[src/hdl/sgdma_pkg.sv]
`default_nettype none

package sgdma_pkg;

    ////////////////////////////////////////////////////////////
    // word and field widths
    ////////////////////////////////////////////////////////////

    localparam int DATA_WIDTH      = 32;
    localparam int ADDR_WIDTH      = 16;
    localparam int UNIT_CNT_WIDTH  = 7;
    // destination and priority bits copied from the head
    localparam int HEAD_INFO_WIDTH = 7;
    // first address, total units, head info
    localparam int DISPATCH_WIDTH  = ADDR_WIDTH + UNIT_CNT_WIDTH + HEAD_INFO_WIDTH;

    // payload byte length inside the packet head
    localparam int LEN_MSB = 17;
    localparam int LEN_LSB = 7;

    // one cell holds 16 bytes
    localparam int UNIT_BYTES_LOG2 = 4;

    ////////////////////////////////////////////////////////////
    // free list and cell address layout
    ////////////////////////////////////////////////////////////

    localparam int INIT_ADDR_COUNT  = 128;
    localparam int FP_DEPTH_LOG2    = 8;
    // port | zero pad | index
    localparam int PORT_ID_WIDTH    = 4;
    localparam int ADDR_PAD_WIDTH   = 4;
    localparam int ADDR_INDEX_WIDTH = ADDR_WIDTH - PORT_ID_WIDTH - ADDR_PAD_WIDTH;

    typedef logic [DATA_WIDTH-1:0]     data_t;
    typedef logic [ADDR_WIDTH-1:0]     addr_t;
    typedef logic [UNIT_CNT_WIDTH-1:0] unit_cnt_t;
    typedef logic [DISPATCH_WIDTH-1:0] dispatch_t;

    // packet writer sequence
    typedef enum logic [2:0] {IDLE, REQ, WAIT_READY, HEAD, BODY, DONE} writer_state_e;

    // free list refill request
    typedef enum logic {REFILL_IDLE, REFILL_REQ} refill_state_e;

endpackage

`default_nettype wire

[src/hdl/refill_requester.sv]
`timescale 1ns/100ps
`default_nettype none

module refill_requester
    import sgdma_pkg::*;
(
    input  wire            i_clk,
    input  wire            i_rst_n,
    input  wire            i_head_taken,
    input  wire unit_cnt_t i_total_units,
    input  wire            i_malloc_done,
    output logic           o_aply_req,
    output unit_cnt_t      o_length
);

    refill_state_e state;

    always_ff @(posedge i_clk or negedge i_rst_n) begin
        if (!i_rst_n) begin
            state    <= REFILL_IDLE;
            o_length <= '0;
        end else begin
            case (state)
                REFILL_IDLE: begin
                    // latch cells used by the new packet
                    if (i_head_taken) begin
                        o_length <= i_total_units;
                        state    <= REFILL_REQ;
                    end
                end
                default: begin
                    // next head on the done cycle chains straight into a new request
                    if (i_malloc_done) begin
                        if (i_head_taken) begin
                            o_length <= i_total_units;
                        end else begin
                            state <= REFILL_IDLE;
                        end
                    end
                end
            endcase
        end
    end

    // drops in the done cycle itself
    assign o_aply_req = (state == REFILL_REQ) && !i_malloc_done;

endmodule

`default_nettype wire

[config.mk]
export PLATFORM = sky130hd
export DESIGN_NAME = refill_requester
export DESIGN_NICKNAME = d
export VERILOG_FILES = /design/src/hdl/sgdma_pkg.sv /design/src/hdl/refill_requester.sv
export SDC_FILE = /design/constraint.sdc
export NUM_CORES = 1
export LEC_CHECK = 0
export BUFFER_PORTS_ARGS = -buffer_cell sky130_fd_sc_hd__buf_2
export CORE_AREA = 3 3 40 42
export DETAILED_ROUTE_END_ITERATION = 10
export DIE_AREA = 0 0 43 45
export GPL_TIMING_DRIVEN = 0
export PLACE_DENSITY_LB_ADDON = 0.15
export SYNTH_ARGS = -nofsm -noshare
export SYNTH_HDL_FRONTEND = slang
export SYNTH_SLANG_ARGS = --single-unit
[constraint.sdc]
create_clock -name i_clk -period 1.4 [get_ports i_clk]
set_input_delay 0.14 -clock i_clk [delete_from_list [all_inputs] [get_ports i_clk]]
set_output_delay 0.14 -clock i_clk [all_outputs]
set_load 0.01 [all_outputs]
==> flow_summary.toml <==
[clock_network]
post_cts_resized = 0
clockRootBuffer = "clkbuf_4"
postCtsHoldBufs = 1
insertion_delay_ns = 0.24
cts_setup_buffers = 0
max-clock-path-buffers = 2
cts_tree = "built"
htree_levels = 1
cts_buffers = 3
cts.sinks = 8
clk_pin_slew_ns = 0.05

[synth]
yosysWarningCount = 0
synthFlopType = "dfrtp_1"
yosysMostFrequentCell = "dfrtp_1"
yosysSeqAreaShare = 0.5861
synth_area_leaders = "dfrtp_1 (59%), mux2_4 (31%), nand2b_4 (4.0%)"
synthArstFlopShare = 1.000
synth_edf_count = 0
synth_nets = 30
ys_types = 6
syn_area_per_cell_um2 = 17.98
yosys-top-cells-count = "dfrtp_1 (8), mux2_4 (7)"
synth_top_area_frac = 0.5861
netlist_area_um2 = 341.6
netlist_instances = 19
synth_seq_cells = 8
yosys.area.top_type = "dfrtp_1"

[outcome]
status = "completed"

[floorplanning]
die_area_um2 = 1935
start_util = 0.2658
die_y_um = 45
dieWidth_um = 43
core_um2 = 1285
core.rowCount = 13
pin_count = 19

[timing]
finalClockSkew_ns = 0.0001073
grt_setup_unrepaired = "no"
whs_ns = 0.1224
period_share = 0.7379
final_max_slew_viol_count = 0
final_hold_viol_count = 0
setup_viol_count_final = 0
slew_headroom = 0.8723
fmax_mhz = 968.0
tns_ns = 0
tightestPinTransition_ns = 0.1916
finalCriticalPeriod_ns = 1.033

[detailed_routing]
drc = 0
drtIter0Drc = 2
route.vias.total = 224
post_drt_wl_per_cell_um = 11.80
drtAntennaViolNets = 0
via_per_inst = 4.000
first_pass_iters = 2
wl_um = 661

[worst_setup_path]
crit_path_end_kind = "output port"
worstPathRequired_ns = 1.26
start_kind = "flop"
arrival_ns = 0.89
r2r_end = "o_length[2]"
crit_slowest_cell = "dfrtp_1"
cp_cell_sequence = "nand2b_4, inv_1, buf_2"
max_stage_delay_ns = 0.39
critical_path_class = "flop to output port"
worstPathMaxFanout = 3
r2r_slack_ns = 0.38
crit_family = "flip-flops"
rr_startpoint = "state"
reg2reg_depth = 3
critPathBufInv = 2

[worst_hold_path]
min-delay-start = "i_total_units[1]"
hold_path.class = "primary input to flop"
min_path_cells = 2
holdPathEnd = "o_length[1]"

[finish]
area_growth_pct = 41.39
stdcell_area_um2 = 483.0
drive_gt1_frac = 0.7317
nets = 54
fill_cells = 135
antenna_cells = 0

[pwr]
irDropWorstVdd_v = 0.0003610
p_per_area_nw_per_um2 = 1212
total_power_mw = 0.5853
p_leak_nw = 0.2696

[grt]
grt_pass1_wl_um = 1035
first_global_vias = 241
grt_usage = 0.07725
antenna_found_initial = 0
grt_max_degree = 9
grt_overflow = 0

[place]
portBuffers = 18
post-dp-hpwl_um = 518.8
place.gp.congestion = 0.6750
place_area_um2 = 450.4

[job]
drv_cap = 0
==> flip-flops by register name, summed over array words and instances (netlist names) <==
name,cells
o_length,7
state,1
==> placed cells by master, fill, tap and decap left out <==
master,instances
dlygate4sd3_1,1
inv_1,1
dfrtp_1,8
buf_2,18
clkbuf_4,3
nand2_4,1
or2b_1,1
nand2b_4,1
mux2_4,7
==> worst max-delay path by stage <==
stage | slack (ns) | endpoint | cells past startpoint | startpoint
2_1_floorplan | 0.43 | o_length[0] | 3 | state
4_1_cts | 0.35 | o_aply_req | 3 | state
5_1_grt | 0.33 | o_aply_req | 3 | state
6_report | 0.37 | o_aply_req | 3 | state
3_3_place_gp | 0.40 | o_length[5] | 3 | state
3_5_place_dp | 0.38 | o_length[0] | 3 | state
==> cell families after synthesis <==
kind of cell           share of synthesized area
flip-flops                                0.5861
buffers and inverters                    0.01098
AND/OR/NAND/NOR                          0.09523
multiplexers                              0.3077
==> stage by stage <==
| stage | util | setup slack, ns | instances |
|---|---|---|---|
| 2_1_floorplan | - | 0.4303 | 19 |
| 3_3_place_gp | 0.3505 | 0.4007 | 52 |
| 3_5_place_dp | 0.3505 | 0.3823 | 52 |
| 4_1_cts | 0.3759 | 0.3451 | 56 |
| 5_1_grt | 0.3759 | 0.3250 | 56 |
| 6_report | 0.3759 | 0.3669 | 56 |
==> layer usage <==
metal	wire [um]	track usage	share of wire	vias up
li1	-	-	-	107
met1	282	0.09136	0.43	105
met2	314	0.1018	0.48	12
met3	64	0.03586	0.097	0
met4	0	0.07229	0	0
met5	0	0	0	-
==> layout make-up <==
type / count / area (um^2) / area share
clock buffer: 3 / 22.52 / 0.04663
tap: 15 / 18.77 / 0.03886
multi-input combinational: 10 / 137.6 / 0.2850
inverter: 1 / 3.754 / 0.007772
sequential: 8 / 200.2 / 0.4145
timing repair buffer: 19 / 100.1 / 0.2073
==> power by group <==
part           switching, mW  total [mW]  internal (mW)
clock                 0.0723       0.170         0.0977
combinational         0.0548       0.136         0.0816
sequential            0.0155       0.279          0.263
==> worst reg2reg max path: cells and delay by family (launching register included) <==
| kind | cells | cell delay [ns] |
|---|---|---|
| DFF | 1 | 0.39 |
| muxes | 1 | 0.31 |
| and+or+nand+nor | 2 | 0.19 |
(Power assumes the default switching activity.)
