===== src/hdl/sgdma_pkg.sv =====
`default_nettype none

package sgdma_pkg;

    ////////////////////////////////////////////////////////////
    // word and field widths
    ////////////////////////////////////////////////////////////

    localparam int DATA_WIDTH      = 32;
    localparam int ADDR_WIDTH      = 16;
    localparam int UNIT_CNT_WIDTH  = 7;
    // destination and priority bits copied from the head
    localparam int HEAD_INFO_WIDTH = 7;
    // first address, total units, head info
    localparam int DISPATCH_WIDTH  = ADDR_WIDTH + UNIT_CNT_WIDTH + HEAD_INFO_WIDTH;

    // payload byte length inside the packet head
    localparam int LEN_MSB = 17;
    localparam int LEN_LSB = 7;

    // one cell holds 16 bytes
    localparam int UNIT_BYTES_LOG2 = 4;

    ////////////////////////////////////////////////////////////
    // free list and cell address layout
    ////////////////////////////////////////////////////////////

    localparam int INIT_ADDR_COUNT  = 128;
    localparam int FP_DEPTH_LOG2    = 8;
    // port | zero pad | index
    localparam int PORT_ID_WIDTH    = 4;
    localparam int ADDR_PAD_WIDTH   = 4;
    localparam int ADDR_INDEX_WIDTH = ADDR_WIDTH - PORT_ID_WIDTH - ADDR_PAD_WIDTH;

    typedef logic [DATA_WIDTH-1:0]     data_t;
    typedef logic [ADDR_WIDTH-1:0]     addr_t;
    typedef logic [UNIT_CNT_WIDTH-1:0] unit_cnt_t;
    typedef logic [DISPATCH_WIDTH-1:0] dispatch_t;

    // packet writer sequence
    typedef enum logic [2:0] {IDLE, REQ, WAIT_READY, HEAD, BODY, DONE} writer_state_e;

    // free list refill request
    typedef enum logic {REFILL_IDLE, REFILL_REQ} refill_state_e;

endpackage

`default_nettype wire


===== src/hdl/free_ptr_init.sv =====
`timescale 1ns/100ps
`default_nettype none

module free_ptr_init
    import sgdma_pkg::*;
#(
    parameter int unsigned PORT_ID = 0
) (
    input  wire        i_clk,
    input  wire        i_rst_n,
    input  wire        i_fp_full,
    input  wire        i_rcy_wr_en,
    input  wire addr_t i_rcy_wr_dat,
    output logic       o_fp_wr_en,
    output addr_t      o_fp_wr_dat
);

    localparam logic [PORT_ID_WIDTH-1:0] PORT_BITS = PORT_ID_WIDTH'(PORT_ID);

    logic [ADDR_INDEX_WIDTH-1:0] fill_cnt;
    logic                        filling;
    addr_t                       init_addr;

    // fill phase lasts until INIT_ADDR_COUNT addresses are in
    assign filling   = (fill_cnt < ADDR_INDEX_WIDTH'(INIT_ADDR_COUNT));
    // port-local cell address, index taken from the counter
    assign init_addr = {PORT_BITS, {ADDR_PAD_WIDTH{1'b0}}, fill_cnt};

    // counter only moves when the write was accepted
    always_ff @(posedge i_clk or negedge i_rst_n) begin
        if (!i_rst_n) begin
            fill_cnt <= '0;
        end else if (filling && !i_fp_full) begin
            fill_cnt <= fill_cnt + 1'b1;
        end
    end

    ////////////////////////////////////////////////////////////
    // write port select
    ////////////////////////////////////////////////////////////

    // recycled writes are dropped while filling
    // after that the recycle port owns the free list
    assign o_fp_wr_en  = filling ? !i_fp_full : i_rcy_wr_en;
    assign o_fp_wr_dat = filling ? init_addr  : i_rcy_wr_dat;

endmodule

`default_nettype wire


===== config.mk =====
export PLATFORM = sky130hd
export DESIGN_NAME = free_ptr_init
export DESIGN_NICKNAME = d
export VERILOG_FILES = /design/src/hdl/sgdma_pkg.sv /design/src/hdl/free_ptr_init.sv
export SDC_FILE = /design/constraint.sdc
export NUM_CORES = 1
export LEC_CHECK = 0
export BUFFER_PORTS_ARGS = -buffer_cell sky130_fd_sc_hd__buf_2
export CELL_PAD_IN_SITES_DETAIL_PLACEMENT = 1
export CELL_PAD_IN_SITES_GLOBAL_PLACEMENT = 1
export CORE_MARGIN = 2
export CORE_UTILIZATION = 29
export CTS_CLUSTER_SIZE = 12
export DETAILED_ROUTE_END_ITERATION = 10
export HOLD_SLACK_MARGIN = 0.1
export PLACE_DENSITY = 0.81
export SLEW_MARGIN = 20
export SYNTH_ARGS = -nofsm -noshare
export SYNTH_HDL_FRONTEND = slang
export SYNTH_SLANG_ARGS = --single-unit

===== constraint.sdc =====
create_clock -name i_clk -period 2.9 [get_ports i_clk]
set_input_delay 0.435 -clock i_clk [delete_from_list [all_inputs] [get_ports i_clk]]
set_output_delay 0.435 -clock i_clk [all_outputs]
set_load 0.01 [all_outputs]

==> flow_summary.toml <==
[sta]
min_period_over_period = 0.667
tns_ns = 0
relSlewSlack = 0.611
final.min_clock_period_ns = 1.93
fmax_ghz = 0.517
whs_ns = 0.492
hold_viol_final = 0
rsz0062_at_grt = "no"
finalSetupViolCount = 0
slew_violations = 0
clock_skew_ns = 0.00169
tightest_slew_ns = 0.584

[worst_setup_path]
endpoint_kind = "output pin"
required_ns = 2.47
path_max_fanout = 20
arrival_ns = 1.50
startpoint_type = "flip-flop"
timing_worst_setup_path_type = "reg -> out"

[yosys]
synthTopCellsByCount = "and2_1 (9), dfrtp_1 (8), mux2_2 (8), xnor2_1 (4)"
synth_flop_cell = "dfrtp_1"
async_flop_share = 1.00
synth_edf_count = 0
syn_avg_cell_area_um2 = 11.5
synth_xor_area_frac = 0.122
muxShareOfSynthArea = 0.182
synth_top_family_by_area = "simple AND/OR/NAND/NOR gates"
yosysUniqueCellTypes = 16
netlist_instances = 43
synth_most_common_cell = "and2_1"
yosys.area.top_type = "dfrtp_1"
synthSimpleGateAreaFrac = 0.215
synth.area.top_cells = "dfrtp_1 (41%), mux2_2 (18%), and2_1 (11%)"
synth_top_area_frac = 0.405
synth_nets = 64
synth_compound_area_frac = 0.0329
ys_warn_count = 0
ys_seq_area_frac = 0.405
yosys.area_share.adder = 0.0253
ys_ff_latch = 8
synth_area_um2 = 494

[clocking]
cts_root_buffer = "clkbuf_4"
clock-sinks = 8
numCtsBuffers = 3
clk_latency_ns = 0.25
post-cts-setup-buffers = 0
cts_buffer_depth = 2
clk_pin_slew_ns = 0.06
cts_tree = "built"
ctsHtreeMaxLevel = 1

[power]
switching_share = 0.361
p_int_uw = 326
p_comb_frac = 0.408
p_seq_frac = 0.424
p_leak_nw = 0.392
power_switching_uw = 184
p_clk_frac = 0.168
vdd_drop_max_mv = 0.340
finalPower_uw = 510
p_per_area_mw_per_mm2 = 710

[placement]
io_buffers = 36
dp_hpwl_um = 1030
place.gp.congestion = 0.724

[floorplanning]
core_mm2 = 0.00156
initial_core_util = 0.317
die_area_mm2 = 0.00205
die_y_um = 45.3
num_io_pins = 37
num_rows = 14
dieWidth_um = 45.3

[global_routing]
grt.overflow.total = 0
antenna_found_initial = 0
grt_pass1_wl_um = 2190
grt_pass1_vias = 498
gr-usage-all-layers = 0.155
grt_max_degree = 21

[drt]
drc = 0
drt-vias-per-instance = 4.74
met2WireLength_um = 787
vias = 460
drtPass1Iterations = 1
m1WireLength_um = 510
postRouteAntennaNets = 0
finalWirelength_um = 1370
avgRoutedWirePerCell_um = 14.1
route.met3.wl_um = 69
highest_layer = "met3"
initialDrtViolationCount = 0

[run_status]
status = "finished, final reports clean"

[flow_run]
max_cap_viol_count = 0

[cells_and_area]
largestRegisters = "fill_cnt x8"
largest_reg_flops = 8
layout-drive-gt1-share = 0.617
finalNetCount = 104
syn_to_final_growth_pct = 45.3
num_antenna_cells = 0
top_register = "fill_cnt"

[hold_path]
hp-class = "reg -> reg"
==> per-layer routing <==
layer / GRT usage / up-vias
li1: - / 227
met1: 0.163 / 220
met2: 0.294 / 13
met3: 0.0400 / 0
met4: 0.0529 / 0
met5: 0 / -
==> worst max-delay path: stages, from the launching register on <==
cell	delay, ns
dfrtp_1	0.71
mux2_2	0.40
buf_2	0.14
==> area by class of cell <==
class / instances / area (um2)
clock buffer: 3 / 22.5
fill: 197 / 841
multi-input combinational: 33 / 285
sequential: 8 / 200
tap: 16 / 20.0
timing repair buffer: 37 / 190
==> power groups by stage <==
stage,clock network (mW),registers (mW),logic [mW]
after floorplan,0,0.200,0.140
after global placement,0,0.213,0.199
final,0.0856,0.216,0.208
after CTS,0.0891,0.217,0.213
after global routing,0.0958,0.225,0.230
after detailed placement,0,0.217,0.207
==> layout by cell type (no fill, tap or decap), types with 2 or more instances in the layout <==
master and n:
nand4_1 2, buf_2 36, xnor2_1 4, nand2_1 2
dfrtp_1 8, mux2_2 8, and2_1 9, clkbuf_4 3
==> stage by stage <==
stage | std cells | setup WS [ns] | area, um2 | util
2_1_floorplan | 43 | 1.55 | 494 | -
3_3_place_gp | 93 | 1.22 | 686 | 0.440
3_5_place_dp | 93 | 1.21 | 686 | 0.440
4_1_cts | 97 | 0.928 | 718 | 0.461
5_1_grt | 97 | 0.845 | 718 | 0.461
6_report | 97 | 0.965 | 718 | 0.461
==> kinds of logic (layout without fill, tap and decap cells) <==
family	count (synthesis)	in the layout
buf+inv	2	40
simple gates	16	16
fa+ha+maj	1	1
xor+xnor	6	6
compound gates	2	2
flops	8	8
mux	8	8
==> final timing paths <==
kind	cells after the start	startpoint	end	slack, ns
min reg2reg	1	fill_cnt[3]	fill_cnt[3]	0.49
max	2	fill_cnt[7]	o_fp_wr_dat[4]	0.97
max reg2reg	3	fill_cnt[7]	fill_cnt[7]	1.36
min	1	fill_cnt[3]	fill_cnt[3]	0.49
max in group asynchronous	2	i_rst_n	fill_cnt[1]	2.15
min in group asynchronous	2	i_rst_n	fill_cnt[5]	0.57
==> repair_timing <==
item                                   4_1_cts  5_1_grt
setup endpoints to repair                    0        0
endpoints found under the hold margin        8        0
hold buffers                                 1        0
resized for setup                            0        0
Note: power is estimated with default switching activity, not from simulation.
