### config.mk
export PLATFORM = sky130hd
export DESIGN_NAME = packet_writer
export DESIGN_NICKNAME = d
export VERILOG_FILES = /design/src/hdl/sgdma_pkg.sv /design/src/hdl/packet_writer.sv
export SDC_FILE = /design/constraint.sdc
export NUM_CORES = 1
export LEC_CHECK = 0
export BUFFER_PORTS_ARGS = -buffer_cell sky130_fd_sc_hd__buf_2
export CELL_PAD_IN_SITES_DETAIL_PLACEMENT = 0
export CELL_PAD_IN_SITES_GLOBAL_PLACEMENT = 1
export CORE_MARGIN = 2
export CORE_UTILIZATION = 34
export DETAILED_ROUTE_END_ITERATION = 12
export PLACE_DENSITY_LB_ADDON = 0.08
export SLEW_MARGIN = 40
export SYNTH_ARGS = -nofsm -noshare
export SYNTH_HDL_FRONTEND = slang
export SYNTH_SLANG_ARGS = --single-unit
export TNS_END_PERCENT = 5
### constraint.sdc
create_clock -name i_clk -period 2.53 [get_ports i_clk]
set_input_delay 0 -clock i_clk [delete_from_list [all_inputs] [get_ports i_clk]]
set_output_delay 0 -clock i_clk [all_outputs]
set_load 0.02 [all_outputs]
### src/hdl/sgdma_pkg.sv
`default_nettype none

package sgdma_pkg;

    ////////////////////////////////////////////////////////////
    // word and field widths
    ////////////////////////////////////////////////////////////

    localparam int DATA_WIDTH      = 32;
    localparam int ADDR_WIDTH      = 16;
    localparam int UNIT_CNT_WIDTH  = 7;
    // destination and priority bits copied from the head
    localparam int HEAD_INFO_WIDTH = 7;
    // first address, total units, head info
    localparam int DISPATCH_WIDTH  = ADDR_WIDTH + UNIT_CNT_WIDTH + HEAD_INFO_WIDTH;

    // payload byte length inside the packet head
    localparam int LEN_MSB = 17;
    localparam int LEN_LSB = 7;

    // one cell holds 16 bytes
    localparam int UNIT_BYTES_LOG2 = 4;

    ////////////////////////////////////////////////////////////
    // free list and cell address layout
    ////////////////////////////////////////////////////////////

    localparam int INIT_ADDR_COUNT  = 128;
    localparam int FP_DEPTH_LOG2    = 8;
    // port | zero pad | index
    localparam int PORT_ID_WIDTH    = 4;
    localparam int ADDR_PAD_WIDTH   = 4;
    localparam int ADDR_INDEX_WIDTH = ADDR_WIDTH - PORT_ID_WIDTH - ADDR_PAD_WIDTH;

    typedef logic [DATA_WIDTH-1:0]     data_t;
    typedef logic [ADDR_WIDTH-1:0]     addr_t;
    typedef logic [UNIT_CNT_WIDTH-1:0] unit_cnt_t;
    typedef logic [DISPATCH_WIDTH-1:0] dispatch_t;

    // packet writer sequence
    typedef enum logic [2:0] {IDLE, REQ, WAIT_READY, HEAD, BODY, DONE} writer_state_e;

    // free list refill request
    typedef enum logic {REFILL_IDLE, REFILL_REQ} refill_state_e;

endpackage

`default_nettype wire

### src/hdl/packet_writer.sv
`timescale 1ns/100ps
`default_nettype none

module packet_writer
    import sgdma_pkg::*;
(
    input  wire        i_clk,
    input  wire        i_rst_n,
    // input FIFO
    input  wire data_t i_dat,
    input  wire        i_empty,
    // free list, fall-through
    input  wire addr_t i_fp_dout,
    input  wire        i_fp_empty,
    input  wire        i_cb_full,
    input  wire        i_mmu_wr_ready,
    output logic       o_rd_en,
    output logic       o_fp_rd_en,
    // MMU write side
    output logic       o_mmu_wr_req,
    output logic       o_mmu_wr_en,
    output addr_t      o_mmu_wr_addr,
    output data_t      o_mmu_wr_dat,
    output logic       o_mmu_wr_done,
    // crossbar descriptor
    output dispatch_t  o_cb_din,
    output logic       o_cb_wr_en,
    // to the refill requester
    output logic       o_head_taken,
    output unit_cnt_t  o_total_units
);

    localparam int LEN_WIDTH = LEN_MSB - LEN_LSB + 1;

    writer_state_e                        state;
    unit_cnt_t                            payload_left;
    logic [LEN_WIDTH-1:0]                 head_len;
    logic [LEN_WIDTH-UNIT_BYTES_LOG2-1:0] whole_units;
    logic                                 partial_unit;
    unit_cnt_t                            payload_units;
    unit_cnt_t                            total_units;
    logic                                 both_ready;
    logic                                 pop;

    ////////////////////////////////////////////////////////////
    // head decode
    ////////////////////////////////////////////////////////////

    // only meaningful while the head word sits on i_dat
    assign head_len      = i_dat[LEN_MSB:LEN_LSB];
    assign whole_units   = head_len[LEN_WIDTH-1:UNIT_BYTES_LOG2];
    // leftover bytes need one more cell
    assign partial_unit  = |head_len[UNIT_BYTES_LOG2-1:0];
    assign payload_units = unit_cnt_t'(whole_units) + unit_cnt_t'(partial_unit);
    // plus the cell for the head itself
    assign total_units   = payload_units + unit_cnt_t'(1);

    // a unit moves only with a data word and a free cell both present
    assign both_ready = !i_empty && !i_fp_empty;
    assign pop        = both_ready && ((state == HEAD) || (state == BODY));
    assign o_rd_en    = pop;
    assign o_fp_rd_en = pop;

    ////////////////////////////////////////////////////////////
    // sequence and strobes
    ////////////////////////////////////////////////////////////

    always_ff @(posedge i_clk or negedge i_rst_n) begin
        if (!i_rst_n) begin
            state         <= IDLE;
            payload_left  <= '0;
            o_mmu_wr_req  <= 1'b0;
            o_mmu_wr_en   <= 1'b0;
            o_mmu_wr_done <= 1'b0;
            o_cb_wr_en    <= 1'b0;
            o_head_taken  <= 1'b0;
        end else begin
            // single-cycle pulses by default
            o_mmu_wr_req  <= 1'b0;
            o_mmu_wr_done <= 1'b0;
            o_cb_wr_en    <= 1'b0;
            o_head_taken  <= 1'b0;
            // every pop becomes one MMU write on the next edge
            o_mmu_wr_en   <= pop;
            case (state)
                IDLE: begin
                    // crossbar full only holds off a new packet
                    if (both_ready && !i_cb_full) begin
                        state <= REQ;
                    end
                end
                REQ: begin
                    o_mmu_wr_req <= 1'b1;
                    state        <= WAIT_READY;
                end
                WAIT_READY: begin
                    if (i_mmu_wr_ready) begin
                        state <= HEAD;
                    end
                end
                HEAD: begin
                    if (pop) begin
                        o_cb_wr_en   <= 1'b1;
                        o_head_taken <= 1'b1;
                        payload_left <= payload_units;
                        // zero-length payload skips the body
                        state        <= (payload_units == '0) ? DONE : BODY;
                    end
                end
                BODY: begin
                    // empty FIFO or free list just stalls here
                    if (pop) begin
                        payload_left <= payload_left - 1'b1;
                        if (payload_left == unit_cnt_t'(1)) begin
                            state <= DONE;
                        end
                    end
                end
                DONE: begin
                    o_mmu_wr_done <= 1'b1;
                    state         <= IDLE;
                end
                default: begin
                    state <= IDLE;
                end
            endcase
        end
    end

    // write address and data, captured with each pop
    always_ff @(posedge i_clk) begin
        if (pop) begin
            o_mmu_wr_addr <= i_fp_dout;
            o_mmu_wr_dat  <= i_dat;
        end
        // descriptor from the head cell
        if (pop && (state == HEAD)) begin
            o_cb_din      <= {i_fp_dout, total_units, i_dat[HEAD_INFO_WIDTH-1:0]};
            o_total_units <= total_units;
        end
    end

endmodule

`default_nettype wire

==> results of run 1 <==
report_power, final:
group          internal, W  leakage [nW]  switching (W)  total, W
Sequential         0.00189         0.885       0.000117   0.00200
Clock             0.000484         0.107       0.000564   0.00105
Combinational     0.000333          1.08       0.000536  0.000870
Total              0.00270          2.07        0.00122   0.00392
what timing repair did:
item,in CTS,in global routing
gates resized for setup,0,4
endpoints found under the hold margin,85,0
endpoints found under the setup margin,0,3
hold buffers,49,0
per-stage QoR:
stage / area, um^2 / utilization, % / worst slack, ps / total power (W) / instances
floorplan: 3456 / - / 127.4 / 0.002541 / 212
global placement: 4332 / 44.11 / 193.1 / 0.002855 / 482
detailed placement: 4332 / 44.11 / 142.0 / 0.002851 / 482
CTS: 5040 / 51.33 / 22.31 / 0.003972 / 547
global route: 5065 / 51.58 / 42.72 / 0.004131 / 547
finish: 5065 / 51.58 / 188.6 / 0.003921 / 547
cell type report:
| type | count | area, um^2 | share of cell area (%) |
|---|---|---|---|
| clock buffers | 9 | 123.9 | 2.446 |
| clock inverters | 7 | 93.84 | 1.853 |
| inverters | 7 | 27.53 | 0.5435 |
| multi-input cells | 98 | 666.9 | 13.17 |
| flip-flops and latches | 92 | 2693 | 53.16 |
| well taps | 133 | 166.4 | 3.286 |
| repair buffers | 201 | 1294 | 25.54 |
worst max path at each step:
stage / to / slack [ps] / depth (start not counted)
CTS: o_cb_din[11] / 20 / 10
floorplan: o_cb_din[0] / 130 / 3
finish: o_cb_din[11] / 190 / 10
detailed placement: o_cb_din[11] / 140 / 9
global route: o_cb_din[13] / 40 / 10
global placement: o_cb_din[13] / 190 / 9
registers in the layout, summed over array words and instances (netlist names), 3 cells and up:
| register | count |
|---|---|
| o_mmu_wr_dat | 32 |
| o_cb_din | 30 |
| o_mmu_wr_addr | 16 |
| state | 3 |
| payload_left | 7 |
cell families after synthesis:
kind of cell | count (synthesis)
XOR/XNOR | 11
buffers and inverters | 22
AND/OR/NAND/NOR | 51
adder cells (fa/ha/maj) | 6
flip-flops | 92
AO/OA/AOI/OAI | 30
worst reg2reg max path: stages (launching register included):
cell and delay (ps):
dfrtp_1 500, or2_1 330, a21o_4 250, clkinv_2 270
buf_12 220
layout by cell type, fill, tap and decap left out, types with 3 or more instances in the layout:
| master | instances |
|---|---|
| o21ai_0 | 8 |
| inv_1 | 6 |
| xor2_1 | 5 |
| ha_1 | 3 |
| buf_2 | 145 |
| nand2_1 | 14 |
| dlygate4sd3_1 | 49 |
| nand4_1 | 3 |
| nor2_1 | 10 |
| o311ai_0 | 3 |
| buf_4 | 5 |
| clkbuf_8 | 9 |
| a21oi_1 | 7 |
| nor3_1 | 3 |
| xnor2_1 | 6 |
| dfrtp_1 | 14 |
| edfxtp_1 | 78 |
| nand3_1 | 5 |
layer usage:
metal | part of all wire [%] | vias to the layer above | wire, um
met1 | 43 | 1159 | 3544
met2 | 49 | 97 | 4022
met4 | 1.6 | 0 | 128
met3 | 5.6 | 11 | 455
met5 | 0 | - | 0
li1 | - | 1184 | -
==> out/metrics.yaml, run 1 <==
global_routing:
  grt_use_met1_pct: 18.88
  first_global_vias: 2548
  track_usage_pct: 15.33
  grt.busiest_layer: "met2"
  antenna_found_initial: 0
  globalRouteMet3Util_pct: 3.244
  grt_pass1_wl_um: 13000
  grt_max_degree: 32
  gr-total-overflow: 0
  grt.met2_usage_pct: 26.16
yosys:
  synth_mux_area_share_pct: 0
  yosys_warnings: 0
  syn_nets: 272
  synth_top_family_by_area: "simple AND/OR/NAND/NOR gates"
  synth_compound_area_share_pct: 5.938
  synth_top_area_share_pct: 67.78
  synth_area_leaders: "edfxtp_1, dfrtp_1, ha_1"
  synth-simple-area-share_pct: 7.458
  synth_edf_count: 78
  yosys.area.top_type: "edfxtp_1"
  yosys-top-cells-count: "edfxtp_1, dfrtp_1, nand2_1, nor2_1, buf_4"
  synth_area_mm2: 0.003456
  yosysMostFrequentCell: "edfxtp_1"
  syn_area_per_cell_um2: 16.30
  synth_fa_ha_area_share_pct: 2.172
  syn_inst: 212
  ys_ff_latch: 92
  ys.flop_type: "edfxtp_1"
  synth_xor_area_share_pct: 2.788
  synth_cell_types: 45
  synthArstFlopShare_pct: 15.22
  ys_seq_area_share_pct: 77.91
route:
  detail_route.vias_per_cell: 4.481
  vias: 2451
  final_antenna_net_count: 0
  drtIter0Drc: 122
  wl_per_cell_um: 14.90
  wl_um: 8150
  firstDrtPassIters: 4
  drc_errors: 0
floorplan:
  start_util_pct: 35.19
  core_mm2: 0.009819
  rows: 36
  io_pins: 146
  die_w_um: 104.8
  die_h_um: 104.8
  die_area_mm2: 0.01099
worst_setup_path:
  crit_path_end_kind: "register"
  cpLargestDelayFamily: "buffers and inverters"
  crit_arrival_ps: 2430
  startpoint: "i_dat[10]"
  rr_startpoint: "state[2]"
  crit_buf_inv: 3
  crit_required_ps: 2620
  start_kind: "input port"
  cp_slowest_stage_delay_ps: 530
  crit_chain: "dlygate4sd3_1 -> buf_2 -> or4_1 -> ha_2 -> ha_4 -> ha_2 -> nand3b_1 -> o32ai_2 -> buf_4 -> xor2_1"
  worstSetupPathType: "in -> reg"
  worstReg2RegEnd: "o_mmu_wr_addr[2]"
  cp_common_cell: "ha_2"
  rr_worst_depth: 4
  rrSetupSlack_ps: 660
  critPathSlowestCell: "dlygate4sd3_1"
  crit_fanout: 5
sta:
  slew_headroom_pct: 64.55
  fmax_mhz: 427.1
  fin_hold_ws_ps: 60.53
  fin_crit_ps: 2341
  finalHoldViolCount: 0
  grt_setup_unrepaired: "no"
  tns_ps: 0
  tightest_slew_ps: 526.9
  report.final.slew_viol_count: 0
  period_share_pct: 92.54
  setup_viol: 0
  finalClockSkew_ps: 11.28
place:
  place.gp.congestion: 0.7837
  hpwl_um: 5656
  port-buffer-count: 145
clock_network:
  cts_buffer_depth: 2
  cts_tree: "built"
  cts.sinks: 92
  numCtsBuffers: 9
  cts-root-buf: "clkbuf_8"
  clk_pin_slew_worst_paths_ps: 100
  cts.htree.levels: 3
  postCtsSetupRepairBufs: 0
  insertion_delay_ps: 360
cells_and_area:
  fill_cells: 859
  antennaDiodeCount: 0
  fin_nets: 469
  final_layout_size_suffix_gt1_share_pct: 42.75
  area_growth_pct: 46.56
outcome:
  status: "finished clean"
hold_path:
  hold_path.class: "in -> async"
power_and_ir_drop:
  p_leak_nw: 2.072
  p_per_area_mw_per_mm2: 774.2
  ir_worst_vdd_mv: 0.2896
flow_run:
  maxCapViolCount: 0
Power figures use the tool's default switching activity.
==> run 2, diff against run 1 <==
- CELL_PAD_IN_SITES_GLOBAL_PLACEMENT: 1 -> 2
- CORE_UTILIZATION: 34 -> 28
==> out/metrics.yaml, run 2 (synthesis results as in run 1) <==
route:
  wl_per_cell_um: 15.20  # +2.0%
  firstDrtPassIters: 6  # +2
  drc_errors: 0  # unchanged
  final_antenna_net_count: 0  # unchanged
  detail_route.vias_per_cell: 4.368  # -2.5%
  wl_um: 8540  # +4.8%
  vias: 2455  # +0.16%
  drtIter0Drc: 151  # +24%
floorplan:
  die_h_um: 115.1  # +9.8%
  die_w_um: 115.1  # +9.8%
  start_util_pct: 28.77  # -6.4 points
  die_area_mm2: 0.01325  # +21%
  core_mm2: 0.01201  # +22%
  rows: 40  # +11%
  io_pins: 146  # unchanged
global_routing:
  track_usage_pct: 12.88  # -2.5 points
  grt.met2_usage_pct: 19.69  # -6.5 points
  globalRouteMet3Util_pct: 4.639  # +1.4 points
  grt_max_degree: 32  # unchanged
  gr-total-overflow: 0  # unchanged
  grt_use_met1_pct: 16.33  # -2.6 points
  grt_pass1_wl_um: 12600  # -3.1%
  grt.busiest_layer: "met2"
  antenna_found_initial: 0  # unchanged
  first_global_vias: 2314  # -9.2%
cells_and_area:
  largest_reg_flops: 32  # unchanged
  fin_nets: 470  # +0.21%
  multi_input_area_um2: 654.4  # -1.9%
  final_common_cell: "buf_2"
  antennaDiodeCount: 0  # unchanged
  seq_area_mm2: 0.002693  # unchanged
  final_cell_mix: "buf_2, edfxtp_1, dlygate4sd3_1"
  fill_cells: 1105  # +29%
  reg_top3: "o_mmu_wr_dat (32), o_cb_din (30), o_mmu_wr_addr (16)"
  area_growth_pct: 50.51
  final_layout_size_suffix_gt1_share_pct: 42.41  # -0.34 points
  regMostFlops: "o_mmu_wr_dat"
sta:
  setup_viol: 0  # unchanged
  tightest_slew_ps: 582.9  # +56.00 ps
  fin_crit_ps: 2414  # +72.93 ps
  grt_setup_unrepaired: "no"
  slew_headroom_pct: 60.78  # -3.8 points
  finalHoldViolCount: 0  # unchanged
  fin_hold_ws_ps: 92.88  # +32.35 ps
  tns_ps: 0  # unchanged
  period_share_pct: 95.43  # +2.9 points
  fmax_mhz: 414.2  # -3.0%
  finalClockSkew_ps: 9.215  # -2.061 ps
  report.final.slew_viol_count: 0  # unchanged
place:
  place.gp.congestion: 0.6989  # -11%
  port-buffer-count: 145  # unchanged
  hpwl_um: 6156  # +8.8%
power_and_ir_drop:
  switching_share_pct: 27.75  # -3.3 points
  combPwrFrac_pct: 20.1  # -2.1 points
  p_per_area_mw_per_mm2: 849.7  # +9.8%
  power.share.clock_pct: 34.5  # +7.8 points
  p_leak_nw: 2.137  # +3.2%
  netSwitchingPower_w: 0.001226  # +0.76%
  p_seq_share_pct: 45.3  # -5.8 points
  ir_worst_vdd_mv: 0.2567  # -11%
  power.internal_w: 0.003193  # +18%
clock_network:
  clk_pin_slew_worst_paths_ps: 70  # -30 ps
  cts_tree: "built"
  numCtsBuffers: 9  # unchanged
  cts.sinks: 92  # unchanged
  cts-root-buf: "clkbuf_16"
  cts_buffer_depth: 2  # unchanged
  cts.htree.levels: 3  # unchanged
  insertion_delay_ps: 340  # -20 ps
  postCtsSetupRepairBufs: 0  # unchanged
worst_setup_path:
  worstSetupPathType: "in -> reg"
  crit_path_end_kind: "register"
  cp_slowest_stage_delay_ps: 530  # about the same
  start_kind: "input port"
  crit_chain: "dlygate4sd3_1 -> buf_2 -> or4_1 -> ha_2 -> ha_1 -> inv_1 -> or3_1 -> nor2_1 -> nand2_1 -> xor2_1"
  rr_worst_depth: 6  # +2
  crit_arrival_ps: 2500  # +70 ps
  crit_required_ps: 2610  # about the same
  critPathSlowestCell: "dlygate4sd3_1"
  crit_fanout: 5  # unchanged
flow_run:
  maxCapViolCount: 0  # unchanged
outcome:
  status: "finished clean"
hold_path:
  hold_path.class: "in -> async"
-- run 2: what timing repair did --
action	4_1_cts	5_1_grt
setup endpoints to repair	0	3
hold endpoints to repair	85	0
gates resized for setup	0	3
hold buffers	49	0
-- run 2: final timing paths --
kind                                 from  slack (ps)              end
max in group asynchronous         i_rst_n        2170  payload_left[0]
worst min register to register   state[1]         510     o_mmu_wr_req
worst max register to register   state[2]         620  payload_left[3]
worst min-delay path              i_rst_n          90         state[1]
min in group i_clk                i_empty         130  payload_left[0]
worst max-delay path            i_dat[10]         120     o_cb_din[12]
-- run 2: power groups by stage --
stage | logic (W) | clock network (W) | registers [W]
after global routing | 0.000982 | 0.00164 | 0.00203
after CTS | 0.000906 | 0.00157 | 0.00200
final | 0.000889 | 0.00153 | 0.00200
after detailed placement | 0.000844 | 0 | 0.00204
after global placement | 0.000849 | 0 | 0.00204
after floorplan | 0.000368 | 0 | 0.00217
-- run 2: routing by layer --
| layer | vias up | wire length, um |
|---|---|---|
| li1 | 1184 | - |
| met1 | 1163 | 3786 |
| met2 | 93 | 3945 |
| met3 | 15 | 576 |
| met4 | 0 | 231 |
| met5 | - | 0 |
-- run 2: stage by stage --
stage | setup WS [ps] | utilization [%] | total power (W) | std cells | area, um^2
final | 115.7 | 43.30 | 0.004420 | 562 | 5201
after global routing | 7.118 | 43.30 | 0.004655 | 562 | 5201
after CTS | 11.77 | 43.20 | 0.004484 | 562 | 5189
after detailed placement | 149.7 | 36.27 | 0.002880 | 497 | 4357
after global placement | 183.8 | 36.27 | 0.002885 | 497 | 4357
after floorplan | 127.4 | - | 0.002541 | 212 | 3456
-- run 2: final cells by class --
| class | count | share of cell area [%] |
|---|---|---|
| sequential | 92 | 51.77 |
| timing repair buffer | 202 | 25.02 |
| multi-input combinational | 98 | 12.58 |
| clock buffer | 10 | 4.402 |
| tap | 147 | 3.536 |
| clock inverter | 6 | 2.165 |
| inverter | 7 | 0.5292 |
-- run 2: worst max-delay path, delay by kind of cell --
family,cells,cell delay (ps)
xor+xnor,1,170
fa+ha+maj,2,570
buf+inv,3,720
simple gates,4,1030
